**src/hdl/kbd_keymap_pkg.sv**
```systemverilog
//********************************************************************
// keymap definitions for the ps/2 to pc-8001 key matrix converter
// scan code, matrix row and column types, set-2 make codes
//********************************************************************
`default_nettype none

package kbd_keymap_pkg;

   typedef logic [7:0] scan_code_t;   // one ps/2 byte
   typedef logic [3:0] kbd_row_t;     // matrix row 0..9
   typedef logic [7:0] kbd_mask_t;    // one-hot column within a row

   // one key position in the matrix
   typedef struct packed {
      kbd_row_t  row;
      kbd_mask_t mask;
   } key_entry_t;

   localparam int         NUM_ROWS   = 10;
   localparam kbd_row_t   ROW_SHIFT  = 4'd8;
   localparam kbd_mask_t  MASK_SHIFT = 8'h40;

   localparam scan_code_t CODE_BREAK = 8'hF0;   // break prefix
   localparam scan_code_t CODE_SHIFT = 8'h12;   // left shift only

   //*****************************************************************
   // make codes, grouped by matrix row
   //*****************************************************************
   localparam scan_code_t CODE_ENTER     = 8'h5A;   // row 1
   localparam scan_code_t CODE_AT        = 8'h54;   // row 2
   localparam scan_code_t CODE_A         = 8'h1C;
   localparam scan_code_t CODE_B         = 8'h32;
   localparam scan_code_t CODE_C         = 8'h21;
   localparam scan_code_t CODE_D         = 8'h23;
   localparam scan_code_t CODE_E         = 8'h24;
   localparam scan_code_t CODE_F         = 8'h2B;
   localparam scan_code_t CODE_G         = 8'h34;
   localparam scan_code_t CODE_H         = 8'h33;   // row 3
   localparam scan_code_t CODE_I         = 8'h43;
   localparam scan_code_t CODE_J         = 8'h3B;
   localparam scan_code_t CODE_K         = 8'h42;
   localparam scan_code_t CODE_L         = 8'h4B;
   localparam scan_code_t CODE_M         = 8'h3A;
   localparam scan_code_t CODE_N         = 8'h31;
   localparam scan_code_t CODE_O         = 8'h44;
   localparam scan_code_t CODE_P         = 8'h4D;   // row 4
   localparam scan_code_t CODE_Q         = 8'h15;
   localparam scan_code_t CODE_R         = 8'h2D;
   localparam scan_code_t CODE_S         = 8'h1B;
   localparam scan_code_t CODE_T         = 8'h2C;
   localparam scan_code_t CODE_U         = 8'h3C;
   localparam scan_code_t CODE_V         = 8'h2A;
   localparam scan_code_t CODE_W         = 8'h1D;
   localparam scan_code_t CODE_X         = 8'h22;   // row 5
   localparam scan_code_t CODE_Y         = 8'h35;
   localparam scan_code_t CODE_Z         = 8'h1A;
   localparam scan_code_t CODE_LBRACKET  = 8'h5B;
   localparam scan_code_t CODE_YEN       = 8'h6A;
   localparam scan_code_t CODE_RBRACKET  = 8'h5D;
   localparam scan_code_t CODE_CARET     = 8'h55;
   localparam scan_code_t CODE_MINUS     = 8'h4E;
   localparam scan_code_t CODE_0         = 8'h45;   // row 6
   localparam scan_code_t CODE_1         = 8'h16;
   localparam scan_code_t CODE_2         = 8'h1E;
   localparam scan_code_t CODE_3         = 8'h26;
   localparam scan_code_t CODE_4         = 8'h25;
   localparam scan_code_t CODE_5         = 8'h2E;
   localparam scan_code_t CODE_6         = 8'h36;
   localparam scan_code_t CODE_7         = 8'h3D;
   localparam scan_code_t CODE_8         = 8'h3E;   // row 7
   localparam scan_code_t CODE_9         = 8'h46;
   localparam scan_code_t CODE_COLON     = 8'h52;
   localparam scan_code_t CODE_SEMICOLON = 8'h4C;
   localparam scan_code_t CODE_COMMA     = 8'h41;
   localparam scan_code_t CODE_PERIOD    = 8'h49;
   localparam scan_code_t CODE_SLASH     = 8'h4A;
   localparam scan_code_t CODE_HOME      = 8'h6C;   // row 8, shift sits at bit 6
   localparam scan_code_t CODE_DOWN      = 8'h72;
   localparam scan_code_t CODE_LEFT      = 8'h6B;
   localparam scan_code_t CODE_INS       = 8'h70;
   localparam scan_code_t CODE_KANA      = 8'h13;
   localparam scan_code_t CODE_CTRL      = 8'h14;
   localparam scan_code_t CODE_STOP      = 8'h77;   // row 9
   localparam scan_code_t CODE_F1        = 8'h05;
   localparam scan_code_t CODE_F2        = 8'h06;
   localparam scan_code_t CODE_F3        = 8'h04;
   localparam scan_code_t CODE_F4        = 8'h0C;
   localparam scan_code_t CODE_F5        = 8'h03;
   localparam scan_code_t CODE_SPACE     = 8'h29;
   localparam scan_code_t CODE_ESC       = 8'h76;

endpackage

`default_nettype wire

```
**src/hdl/kbd_bus_pkg.sv**
```systemverilog
//********************************************************************
// cpu side definitions for the key matrix port
// port 00h read bundle, read data, read sequencing constants
//********************************************************************
`default_nettype none

package kbd_bus_pkg;

   typedef logic [3:0] cpu_addr_t;    // low port address, selects row
   typedef logic [7:0] kbd_data_t;    // matrix read data
   typedef logic [3:0] read_cnt_t;    // reads seen for the held key

   // cpu read request, iorq is asynchronous to the keyboard clock
   typedef struct packed {
      logic      iorq;
      logic      port00h;
      cpu_addr_t addr;
   } cpu_read_t;

   // reads that still see the held key, the next one releases it
   localparam int HELD_READS = 14;

endpackage

`default_nettype wire

```
**src/hdl/kbd_keymap_decoder.sv**
```systemverilog
//********************************************************************
// keymap decoder
// maps a set-2 make code to a matrix row and one-hot column mask
//********************************************************************
`default_nettype none

module kbd_keymap_decoder (
   input  kbd_keymap_pkg::scan_code_t scan_code,
   output kbd_keymap_pkg::key_entry_t entry,
   output logic                       hit
);

   // build a key position from row and column index
   function automatic kbd_keymap_pkg::key_entry_t pos(input int row, input int col);
      kbd_keymap_pkg::key_entry_t e;
      e.row  = kbd_keymap_pkg::kbd_row_t'(row);
      e.mask = kbd_keymap_pkg::kbd_mask_t'(1 << col);
      return e;
   endfunction

   always_comb begin
      hit = 1'b1;
      case (scan_code)
         kbd_keymap_pkg::CODE_ENTER     : entry = pos(1, 7);
         kbd_keymap_pkg::CODE_AT        : entry = pos(2, 0);
         kbd_keymap_pkg::CODE_A         : entry = pos(2, 1);
         kbd_keymap_pkg::CODE_B         : entry = pos(2, 2);
         kbd_keymap_pkg::CODE_C         : entry = pos(2, 3);
         kbd_keymap_pkg::CODE_D         : entry = pos(2, 4);
         kbd_keymap_pkg::CODE_E         : entry = pos(2, 5);
         kbd_keymap_pkg::CODE_F         : entry = pos(2, 6);
         kbd_keymap_pkg::CODE_G         : entry = pos(2, 7);
         kbd_keymap_pkg::CODE_H         : entry = pos(3, 0);
         kbd_keymap_pkg::CODE_I         : entry = pos(3, 1);
         kbd_keymap_pkg::CODE_J         : entry = pos(3, 2);
         kbd_keymap_pkg::CODE_K         : entry = pos(3, 3);
         kbd_keymap_pkg::CODE_L         : entry = pos(3, 4);
         kbd_keymap_pkg::CODE_M         : entry = pos(3, 5);
         kbd_keymap_pkg::CODE_N         : entry = pos(3, 6);
         kbd_keymap_pkg::CODE_O         : entry = pos(3, 7);
         kbd_keymap_pkg::CODE_P         : entry = pos(4, 0);
         kbd_keymap_pkg::CODE_Q         : entry = pos(4, 1);
         kbd_keymap_pkg::CODE_R         : entry = pos(4, 2);
         kbd_keymap_pkg::CODE_S         : entry = pos(4, 3);
         kbd_keymap_pkg::CODE_T         : entry = pos(4, 4);
         kbd_keymap_pkg::CODE_U         : entry = pos(4, 5);
         kbd_keymap_pkg::CODE_V         : entry = pos(4, 6);
         kbd_keymap_pkg::CODE_W         : entry = pos(4, 7);
         kbd_keymap_pkg::CODE_X         : entry = pos(5, 0);
         kbd_keymap_pkg::CODE_Y         : entry = pos(5, 1);
         kbd_keymap_pkg::CODE_Z         : entry = pos(5, 2);
         kbd_keymap_pkg::CODE_LBRACKET  : entry = pos(5, 3);
         kbd_keymap_pkg::CODE_YEN       : entry = pos(5, 4);
         kbd_keymap_pkg::CODE_RBRACKET  : entry = pos(5, 5);
         kbd_keymap_pkg::CODE_CARET     : entry = pos(5, 6);
         kbd_keymap_pkg::CODE_MINUS     : entry = pos(5, 7);
         kbd_keymap_pkg::CODE_0         : entry = pos(6, 0);
         kbd_keymap_pkg::CODE_1         : entry = pos(6, 1);
         kbd_keymap_pkg::CODE_2         : entry = pos(6, 2);
         kbd_keymap_pkg::CODE_3         : entry = pos(6, 3);
         kbd_keymap_pkg::CODE_4         : entry = pos(6, 4);
         kbd_keymap_pkg::CODE_5         : entry = pos(6, 5);
         kbd_keymap_pkg::CODE_6         : entry = pos(6, 6);
         kbd_keymap_pkg::CODE_7         : entry = pos(6, 7);
         kbd_keymap_pkg::CODE_8         : entry = pos(7, 0);
         kbd_keymap_pkg::CODE_9         : entry = pos(7, 1);
         kbd_keymap_pkg::CODE_COLON     : entry = pos(7, 2);
         kbd_keymap_pkg::CODE_SEMICOLON : entry = pos(7, 3);
         kbd_keymap_pkg::CODE_COMMA     : entry = pos(7, 4);
         kbd_keymap_pkg::CODE_PERIOD    : entry = pos(7, 5);
         kbd_keymap_pkg::CODE_SLASH     : entry = pos(7, 6);
         kbd_keymap_pkg::CODE_HOME      : entry = pos(8, 0);
         kbd_keymap_pkg::CODE_DOWN      : entry = pos(8, 1);
         kbd_keymap_pkg::CODE_LEFT      : entry = pos(8, 2);
         kbd_keymap_pkg::CODE_INS       : entry = pos(8, 3);
         kbd_keymap_pkg::CODE_KANA      : entry = pos(8, 5);
         kbd_keymap_pkg::CODE_SHIFT     : entry = pos(8, 6);
         kbd_keymap_pkg::CODE_CTRL      : entry = pos(8, 7);
         kbd_keymap_pkg::CODE_STOP      : entry = pos(9, 0);
         kbd_keymap_pkg::CODE_F1        : entry = pos(9, 1);
         kbd_keymap_pkg::CODE_F2        : entry = pos(9, 2);
         kbd_keymap_pkg::CODE_F3        : entry = pos(9, 3);
         kbd_keymap_pkg::CODE_F4        : entry = pos(9, 4);
         kbd_keymap_pkg::CODE_F5        : entry = pos(9, 5);
         kbd_keymap_pkg::CODE_SPACE     : entry = pos(9, 6);
         kbd_keymap_pkg::CODE_ESC       : entry = pos(9, 7);
         default : begin   // unmapped, includes the f0 prefix
            hit   = 1'b0;
            entry = '0;
         end
      endcase
   end

endmodule

`default_nettype wire

```
**src/hdl/kbd_key_capture.sv**
```systemverilog
//********************************************************************
// key capture
// sorts strobed scan codes into break prefix, shift and mapped keys,
// holds one key until the responder releases it
//********************************************************************
`default_nettype none

module kbd_key_capture (
   input  logic                       I_CLK,
   input  logic                       I_RST,
   input  logic                       scan_strobe,
   input  kbd_keymap_pkg::key_entry_t entry,
   input  logic                       hit,
   input  kbd_keymap_pkg::scan_code_t scan_code,
   input  logic                       key_release,
   output kbd_keymap_pkg::key_entry_t held_key,
   output logic                       key_held,
   output logic                       shift_down
);

   typedef enum logic [1:0] {
      IDLE,
      AFTER_BREAK,
      HOLD
   } cap_state_t;

   cap_state_t state;
   cap_state_t state_nx;
   logic       is_break;
   logic       is_shift;
   logic       capture;    // take the decoder entry this cycle

   assign is_break = (scan_code == kbd_keymap_pkg::CODE_BREAK);
   assign is_shift = (scan_code == kbd_keymap_pkg::CODE_SHIFT);
   assign key_held = (state == HOLD);

   //*****************************************************************
   // next state
   //*****************************************************************
   always_comb begin
      state_nx = state;
      capture  = 1'b0;
      case (state)
         IDLE: begin
            if (scan_strobe) begin
               if (is_break) begin
                  state_nx = AFTER_BREAK;
               end else if (hit && !is_shift) begin
                  state_nx = HOLD;          // shift never takes the key slot
                  capture  = 1'b1;
               end
            end
         end
         AFTER_BREAK: begin
            if (scan_strobe)
               state_nx = IDLE;             // code after f0 is consumed
         end
         HOLD: begin
            if (key_release)
               state_nx = IDLE;             // strobes here are dropped
         end
         default: state_nx = IDLE;
      endcase
   end

   always_ff @(posedge I_CLK or posedge I_RST) begin
      if (I_RST) begin
         state      <= IDLE;
         shift_down <= 1'b0;
      end else begin
         state <= state_nx;
         if (scan_strobe && is_shift) begin
            if (state == IDLE)
               shift_down <= 1'b1;          // make
            else if (state == AFTER_BREAK)
               shift_down <= 1'b0;          // f0 12
         end
      end
   end

   always_ff @(posedge I_CLK) begin
      if (capture)
         held_key <= entry;
   end

   // the held position must address a real row of the matrix
   a_held_row: assert property (@(posedge I_CLK) disable iff (I_RST)
      (state == HOLD) |-> (held_key.row < kbd_keymap_pkg::NUM_ROWS));

endmodule

`default_nettype wire

```
**src/hdl/kbd_scan_responder.sv**
```systemverilog
//********************************************************************
// cpu scan responder
// detects port 00h reads, answers from the held key and shift flag,
// counts reads of a held key and releases it after the last one
//********************************************************************
`default_nettype none

module kbd_scan_responder (
   input  logic                       I_CLK,
   input  logic                       I_RST,
   input  kbd_bus_pkg::cpu_read_t     cpu,
   input  kbd_keymap_pkg::key_entry_t held_key,
   input  logic                       key_held,
   input  logic                       shift_down,
   output logic                       key_release,
   output kbd_bus_pkg::kbd_data_t     kbd_data
);

   logic [1:0]             iorq_sync;    // two-flop synchronizer
   logic                   iorq_prev;
   logic                   iorq_rise;
   logic                   rd_qual;      // rising iorq with port 00h
   logic                   last_read;
   logic                   row_match;
   kbd_bus_pkg::kbd_data_t shift_bits;
   kbd_bus_pkg::kbd_data_t answer;
   kbd_bus_pkg::read_cnt_t read_cnt;

   //*****************************************************************
   // iorq edge detection
   //*****************************************************************
   always_ff @(posedge I_CLK or posedge I_RST) begin
      if (I_RST) begin
         iorq_sync <= 2'b00;
         iorq_prev <= 1'b0;
      end else begin
         iorq_sync <= {iorq_sync[0], cpu.iorq};
         iorq_prev <= iorq_sync[1];
      end
   end

   assign iorq_rise = iorq_sync[1] & ~iorq_prev;
   assign rd_qual   = iorq_rise & cpu.port00h;  // addr is stable by now

   //*****************************************************************
   // row answer
   //*****************************************************************
   assign last_read  = key_held &&
                       (read_cnt == kbd_bus_pkg::read_cnt_t'(kbd_bus_pkg::HELD_READS));
   assign row_match  = key_held && !last_read && (cpu.addr == held_key.row);
   assign shift_bits = (shift_down && (cpu.addr == kbd_keymap_pkg::ROW_SHIFT)) ?
                       kbd_keymap_pkg::MASK_SHIFT : '0;
   assign answer     = (row_match ? held_key.mask : '0) | shift_bits;

   always_ff @(posedge I_CLK or posedge I_RST) begin
      if (I_RST) begin
         kbd_data    <= '0;
         read_cnt    <= '0;
         key_release <= 1'b0;
      end else begin
         key_release <= 1'b0;
         if (rd_qual) begin
            kbd_data <= answer;
            if (last_read) begin
               read_cnt    <= '0;
               key_release <= 1'b1;         // capture drops the key next edge
            end else if (key_held) begin
               read_cnt <= read_cnt + 1'b1;
            end
         end
      end
   end

   a_cnt_bound: assert property (@(posedge I_CLK) disable iff (I_RST)
      read_cnt <= kbd_bus_pkg::read_cnt_t'(kbd_bus_pkg::HELD_READS));

   // release is a one-cycle pulse and the held key is gone on the next edge
   a_release_pulse: assert property (@(posedge I_CLK) disable iff (I_RST)
      key_release |=> (!key_release && !key_held));

endmodule

`default_nettype wire

```
**src/hdl/kbd_top.sv**
```systemverilog
//********************************************************************
// ps/2 scan code to pc-8001 key matrix converter, top level
//********************************************************************
`default_nettype none

module kbd_top (
   input  logic                       I_CLK,
   input  logic                       I_RST,
   input  logic                       scan_strobe,
   input  kbd_keymap_pkg::scan_code_t scan_code,
   input  kbd_bus_pkg::cpu_read_t     cpu,
   output kbd_bus_pkg::kbd_data_t     kbd_data
);

   kbd_keymap_pkg::key_entry_t entry;
   logic                       hit;
   kbd_keymap_pkg::key_entry_t held_key;
   logic                       key_held;
   logic                       shift_down;
   logic                       key_release;

   kbd_keymap_decoder u_decoder (
      .scan_code (scan_code),
      .entry     (entry),
      .hit       (hit)
   );

   kbd_key_capture u_capture (
      .I_CLK       (I_CLK),
      .I_RST       (I_RST),
      .scan_strobe (scan_strobe),
      .entry       (entry),
      .hit         (hit),
      .scan_code   (scan_code),
      .key_release (key_release),
      .held_key    (held_key),
      .key_held    (key_held),
      .shift_down  (shift_down)
   );

   kbd_scan_responder u_responder (
      .I_CLK       (I_CLK),
      .I_RST       (I_RST),
      .cpu         (cpu),
      .held_key    (held_key),
      .key_held    (key_held),
      .shift_down  (shift_down),
      .key_release (key_release),
      .kbd_data    (kbd_data)
   );

endmodule

`default_nettype wire

```
**config.mk**
```make
export PLATFORM = sky130hd
export DESIGN_NAME = kbd_top
export DESIGN_NICKNAME = d
export VERILOG_FILES = /design/src/hdl/kbd_keymap_pkg.sv /design/src/hdl/kbd_bus_pkg.sv /design/src/hdl/kbd_keymap_decoder.sv /design/src/hdl/kbd_key_capture.sv /design/src/hdl/kbd_scan_responder.sv /design/src/hdl/kbd_top.sv
export SDC_FILE = /design/constraint.sdc
export NUM_CORES = 1
export LEC_CHECK = 0
export BUFFER_PORTS_ARGS = -buffer_cell sky130_fd_sc_hd__buf_2
export CAP_MARGIN = 20
export CORE_ASPECT_RATIO = 0.75
export CORE_UTILIZATION = 40
export CTS_BUF_LIST = sky130_fd_sc_hd__clkbuf_8
export DETAILED_ROUTE_END_ITERATION = 6
export PLACE_DENSITY_LB_ADDON = 0.15
export RECOVER_POWER = 50
export REMOVE_ABC_BUFFERS = 1
export SLEW_MARGIN = 0
export SYNTH_ARGS = -nofsm -noshare
export SYNTH_HDL_FRONTEND = slang
export SYNTH_SLANG_ARGS = --single-unit
export TNS_END_PERCENT = 5
```
**constraint.sdc**
```tcl
create_clock -name I_CLK -period 4.2 [get_ports I_CLK]
set_clock_uncertainty 0.15 [all_clocks]
set_input_delay 0.63 -clock I_CLK [delete_from_list [all_inputs] [get_ports I_CLK]]
set_output_delay 0.63 -clock I_CLK [all_outputs]
set_load 0.02 [all_outputs]
```
==> key figures <==
Run status
  • Status: complete, no violations

Logic synthesis
  • Post-synth EDFFs: 12
  • Commonest cells post-synth: nand2_1, nor2_1, o21ai_0
  • Mapped Area: 2550 sq um
  • Share of the yosys chip area belonging to registers: approximately a third
  • Top-count cell post-synth: nand2_1
  • Yosys top cell area share: 18.6%
  • Ys flop type: dfrtp_1
  • Post-Synthesis Cells: 319
  • Ys Warns: 0
  • Leading area contributor after synthesis: dfrtp_1
  • Top post-synthesis cells by area: dfrtp_1, edfxtp_1, nand2_1, nor2_1, o21ai_0
  • Synthesized flop and latch total: 31
  • FFs w/ async S/R, synth: 61.3%
  • Mapped Avg Cell Area: 8.00 sq um
  • Synth cell types: 64

Timing
  • Final hold vios: 0
  • Post-route minimum period: 2.88 ns
  • RSZ-0062 raised after global routing: false
  • Slew @ Worst Pin: 0.744 ns
  • Period utilization: 68.7%
  • # setup viols final: 0
  • Setup TNS: 0 ns
  • Slew Limit Fails: 0
  • FMAX: 347 MHz
  • Max-slew headroom: 50.4%
  • WHS: 0.195 ns

Clock network
  • Clock Tree Buf Depth: 2
  • CTS buffer count: 5
  • Worst-path clk slew: roughly 0.070 ns
  • CTS resizes: 0
  • Number of H-tree levels: 2
  • TritonCTS clock tree: done
  • Post-CTS Setup Inserts: 0
  • Post-CTS Hold Fix Bufs: 0
  • Clk sinks: 31
  • CTS root buffer: clkbuf_8
  • Clk Latency, worst-skew pair: 0.28 ns

Final layout
  • Filler Cell Count: 616
  • Ant. Diodes: 0
  • # nets final: 346
  • Share of cells above drive strength 1: 13.7%
  • Area delta synth->final: 7.95%

Worst setup path
  • Reg2reg end: u_responder.kbd_data[6]
  • Critical path fanouts, max: 39
  • Setup slack, reg-to-reg: 2.17 ns
  • CP max stage delay: 0.56 ns
  • CP bufs+invs: 2
  • Arrival time at the worst endpoint: between 2 and 3 ns
  • Crit path capture: u_capture.held_key[9]
  • Crit path max-delay cell type: buf_2
  • CP required: 4.03 ns
  • Reg2Reg Depth: 8
  • Reg-to-Reg Start: u_responder.read_cnt[0]
  • CP Launch Type: input pin
  • Crit-path cells: buf_2 > nand2b_1 > nor3_1 > o31ai_1 > nand3_1 > a211oi_2 > a31oi_1 > buf_4
  • Critical path type: input pin to flop
  • Delay-heaviest family, CP: simple AND/OR/NAND/NOR gates
  • Crit. path cell count: 8
  • Crit. Startpoint: scan_code[3]
  • Crit. End Element: flop

Power
  • Maximum vdd drop: roughly 0.17 mV
  • Leak: 1.04 nW
  • Power Density: 305 nW/um^2

Die
  • Die Y: 71.2 um
  • # IOs: 25
  • Die extent in x: 94.2 um
  • Core area: 5980 sq um
  • Die area: 6700 sq um
  • Starting Density: ~43%
  • Row count: 24

Drt
  • Wire per inst: 17.8 um
  • First-pass detailed-route iteration total: 7
  • Final WL: 7220 um
  • DR DRC count: 0
  • Remaining antenna violation count: 0
  • Total number of vias: between 2k and 3k
  • DR iter-0 viols: 372
  • Via/cell ratio: 6.20

GRT
  • First-pass GRT wire length: about 12,000 um
  • GRT Total Usage: 23.4%
  • Number of global-route vias before repair: 2,309
  • Largest net degree at the start of global routing: 40
  • Total grt overflow: 0
  • Initial antenna violation count: 0

Placed design
  • Routability cong.: between 1 and 1.5
  • Port bufs: 24
  • DP HPWL: 5140 um

Run
  • Max_cap viols: 0

Hold path
  • HP Class: flop to flop
==> cell usage in the layout (no fill, tap or decap), types with 10 or more instances in the layout <==
cell	count
a21oi_1	12
nand2b_1	10
nor3_1	17
dfrtp_1	19
nand3_1	14
nand2_1	39
edfxtp_1	12
o21ai_0	22
nor2_1	32
buf_2	16
==> worst register-to-register path, delay by kind of cell (launching register included) <==
kind / cells / cell delay [ns]
AND/OR/NAND/NOR: 3 / 0.87
adder cells (fa/ha/maj): 1 / 0.21
AO/OA/AOI/OAI: 2 / 0.18
buffers and inverters: 2 / 0.16
flip-flops: 1 / 0.41
==> state kept, by name (all words and copies together), names as in the netlist <==
name and flops:
u_capture.held_key 12, u_capture.shift_down 1, u_capture.state 2, u_responder.iorq_prev 1
u_responder.iorq_sync 2, u_responder.kbd_data 8, u_responder.key_release 1, u_responder.read_cnt 4
==> layout make-up <==
cell class	count	area (sq um)	share of cell area, %
Multi-Input combinational cell	257	1560	56.5
Timing Repair Buffer	26	125	4.54
Clock buffer	6	82.6	3.00
Inverter	6	22.5	0.818
Clock inverter	2	35.0	1.27
Tap cell	78	97.6	3.54
Sequential cell	31	836	30.3
==> cell families after synthesis <==
| logic type | share of synthesized area, % |
|---|---|
| compound gates | 23.4 |
| fa+ha+maj | 0.981 |
| mux | 1.28 |
| buf+inv | 6.28 |
| flops | 32.8 |
| xor+xnor | 2.75 |
| simple gates | 32.6 |
==> routing by layer <==
layer | wire length (um) | vias to the layer above | part of all wire [%] | track usage, %
met5 | 0 | - | 0 | 0
met4 | 88 | 0 | 1.2 | 5.30
met3 | 682 | 15 | 9.4 | 6.24
met2 | 3030 | 139 | 42 | 32.4
met1 | 3420 | 1167 | 47 | 35.7
li1 | - | 1196 | - | -
==> metrics by stage <==
step           setup WS, ns  power [mW]  std cells  cell area, sq um  utilization [%]
5_1_grt                1.08       0.893        406              2750             46.1
3_3_place_gp           1.08       0.540        398              2650             44.3
2_1_floorplan          1.29       0.466        294              2410                -
4_1_cts                1.40       0.845        406              2760             46.3
3_5_place_dp           1.10       0.539        398              2650             44.3
6_report               1.32       0.839        406              2750             46.1
==> where the power goes <==
group	internal (mW)	leakage [nW]	switching [mW]	total (mW)
clock	0.192	0.0612	0.110	0.302
combinational	0.0593	0.618	0.117	0.176
sequential	0.342	0.357	0.0190	0.361
==> worst min path at each step <==
stage	slack, ns	to	depth (start not counted)	from
2_1_floorplan	0.18	u_responder.iorq_sync[1]	0	u_responder.iorq_sync[0]
3_3_place_gp	0.18	u_responder.iorq_sync[1]	0	u_responder.iorq_sync[0]
3_5_place_dp	0.19	u_responder.iorq_sync[1]	0	u_responder.iorq_sync[0]
4_1_cts	0.20	u_responder.iorq_sync[1]	0	u_responder.iorq_sync[0]
5_1_grt	0.21	u_responder.iorq_sync[1]	0	u_responder.iorq_sync[0]
6_report	0.20	u_responder.iorq_sync[1]	0	u_responder.iorq_sync[0]
No activity file was read; power rests on OpenSTA's default activity.
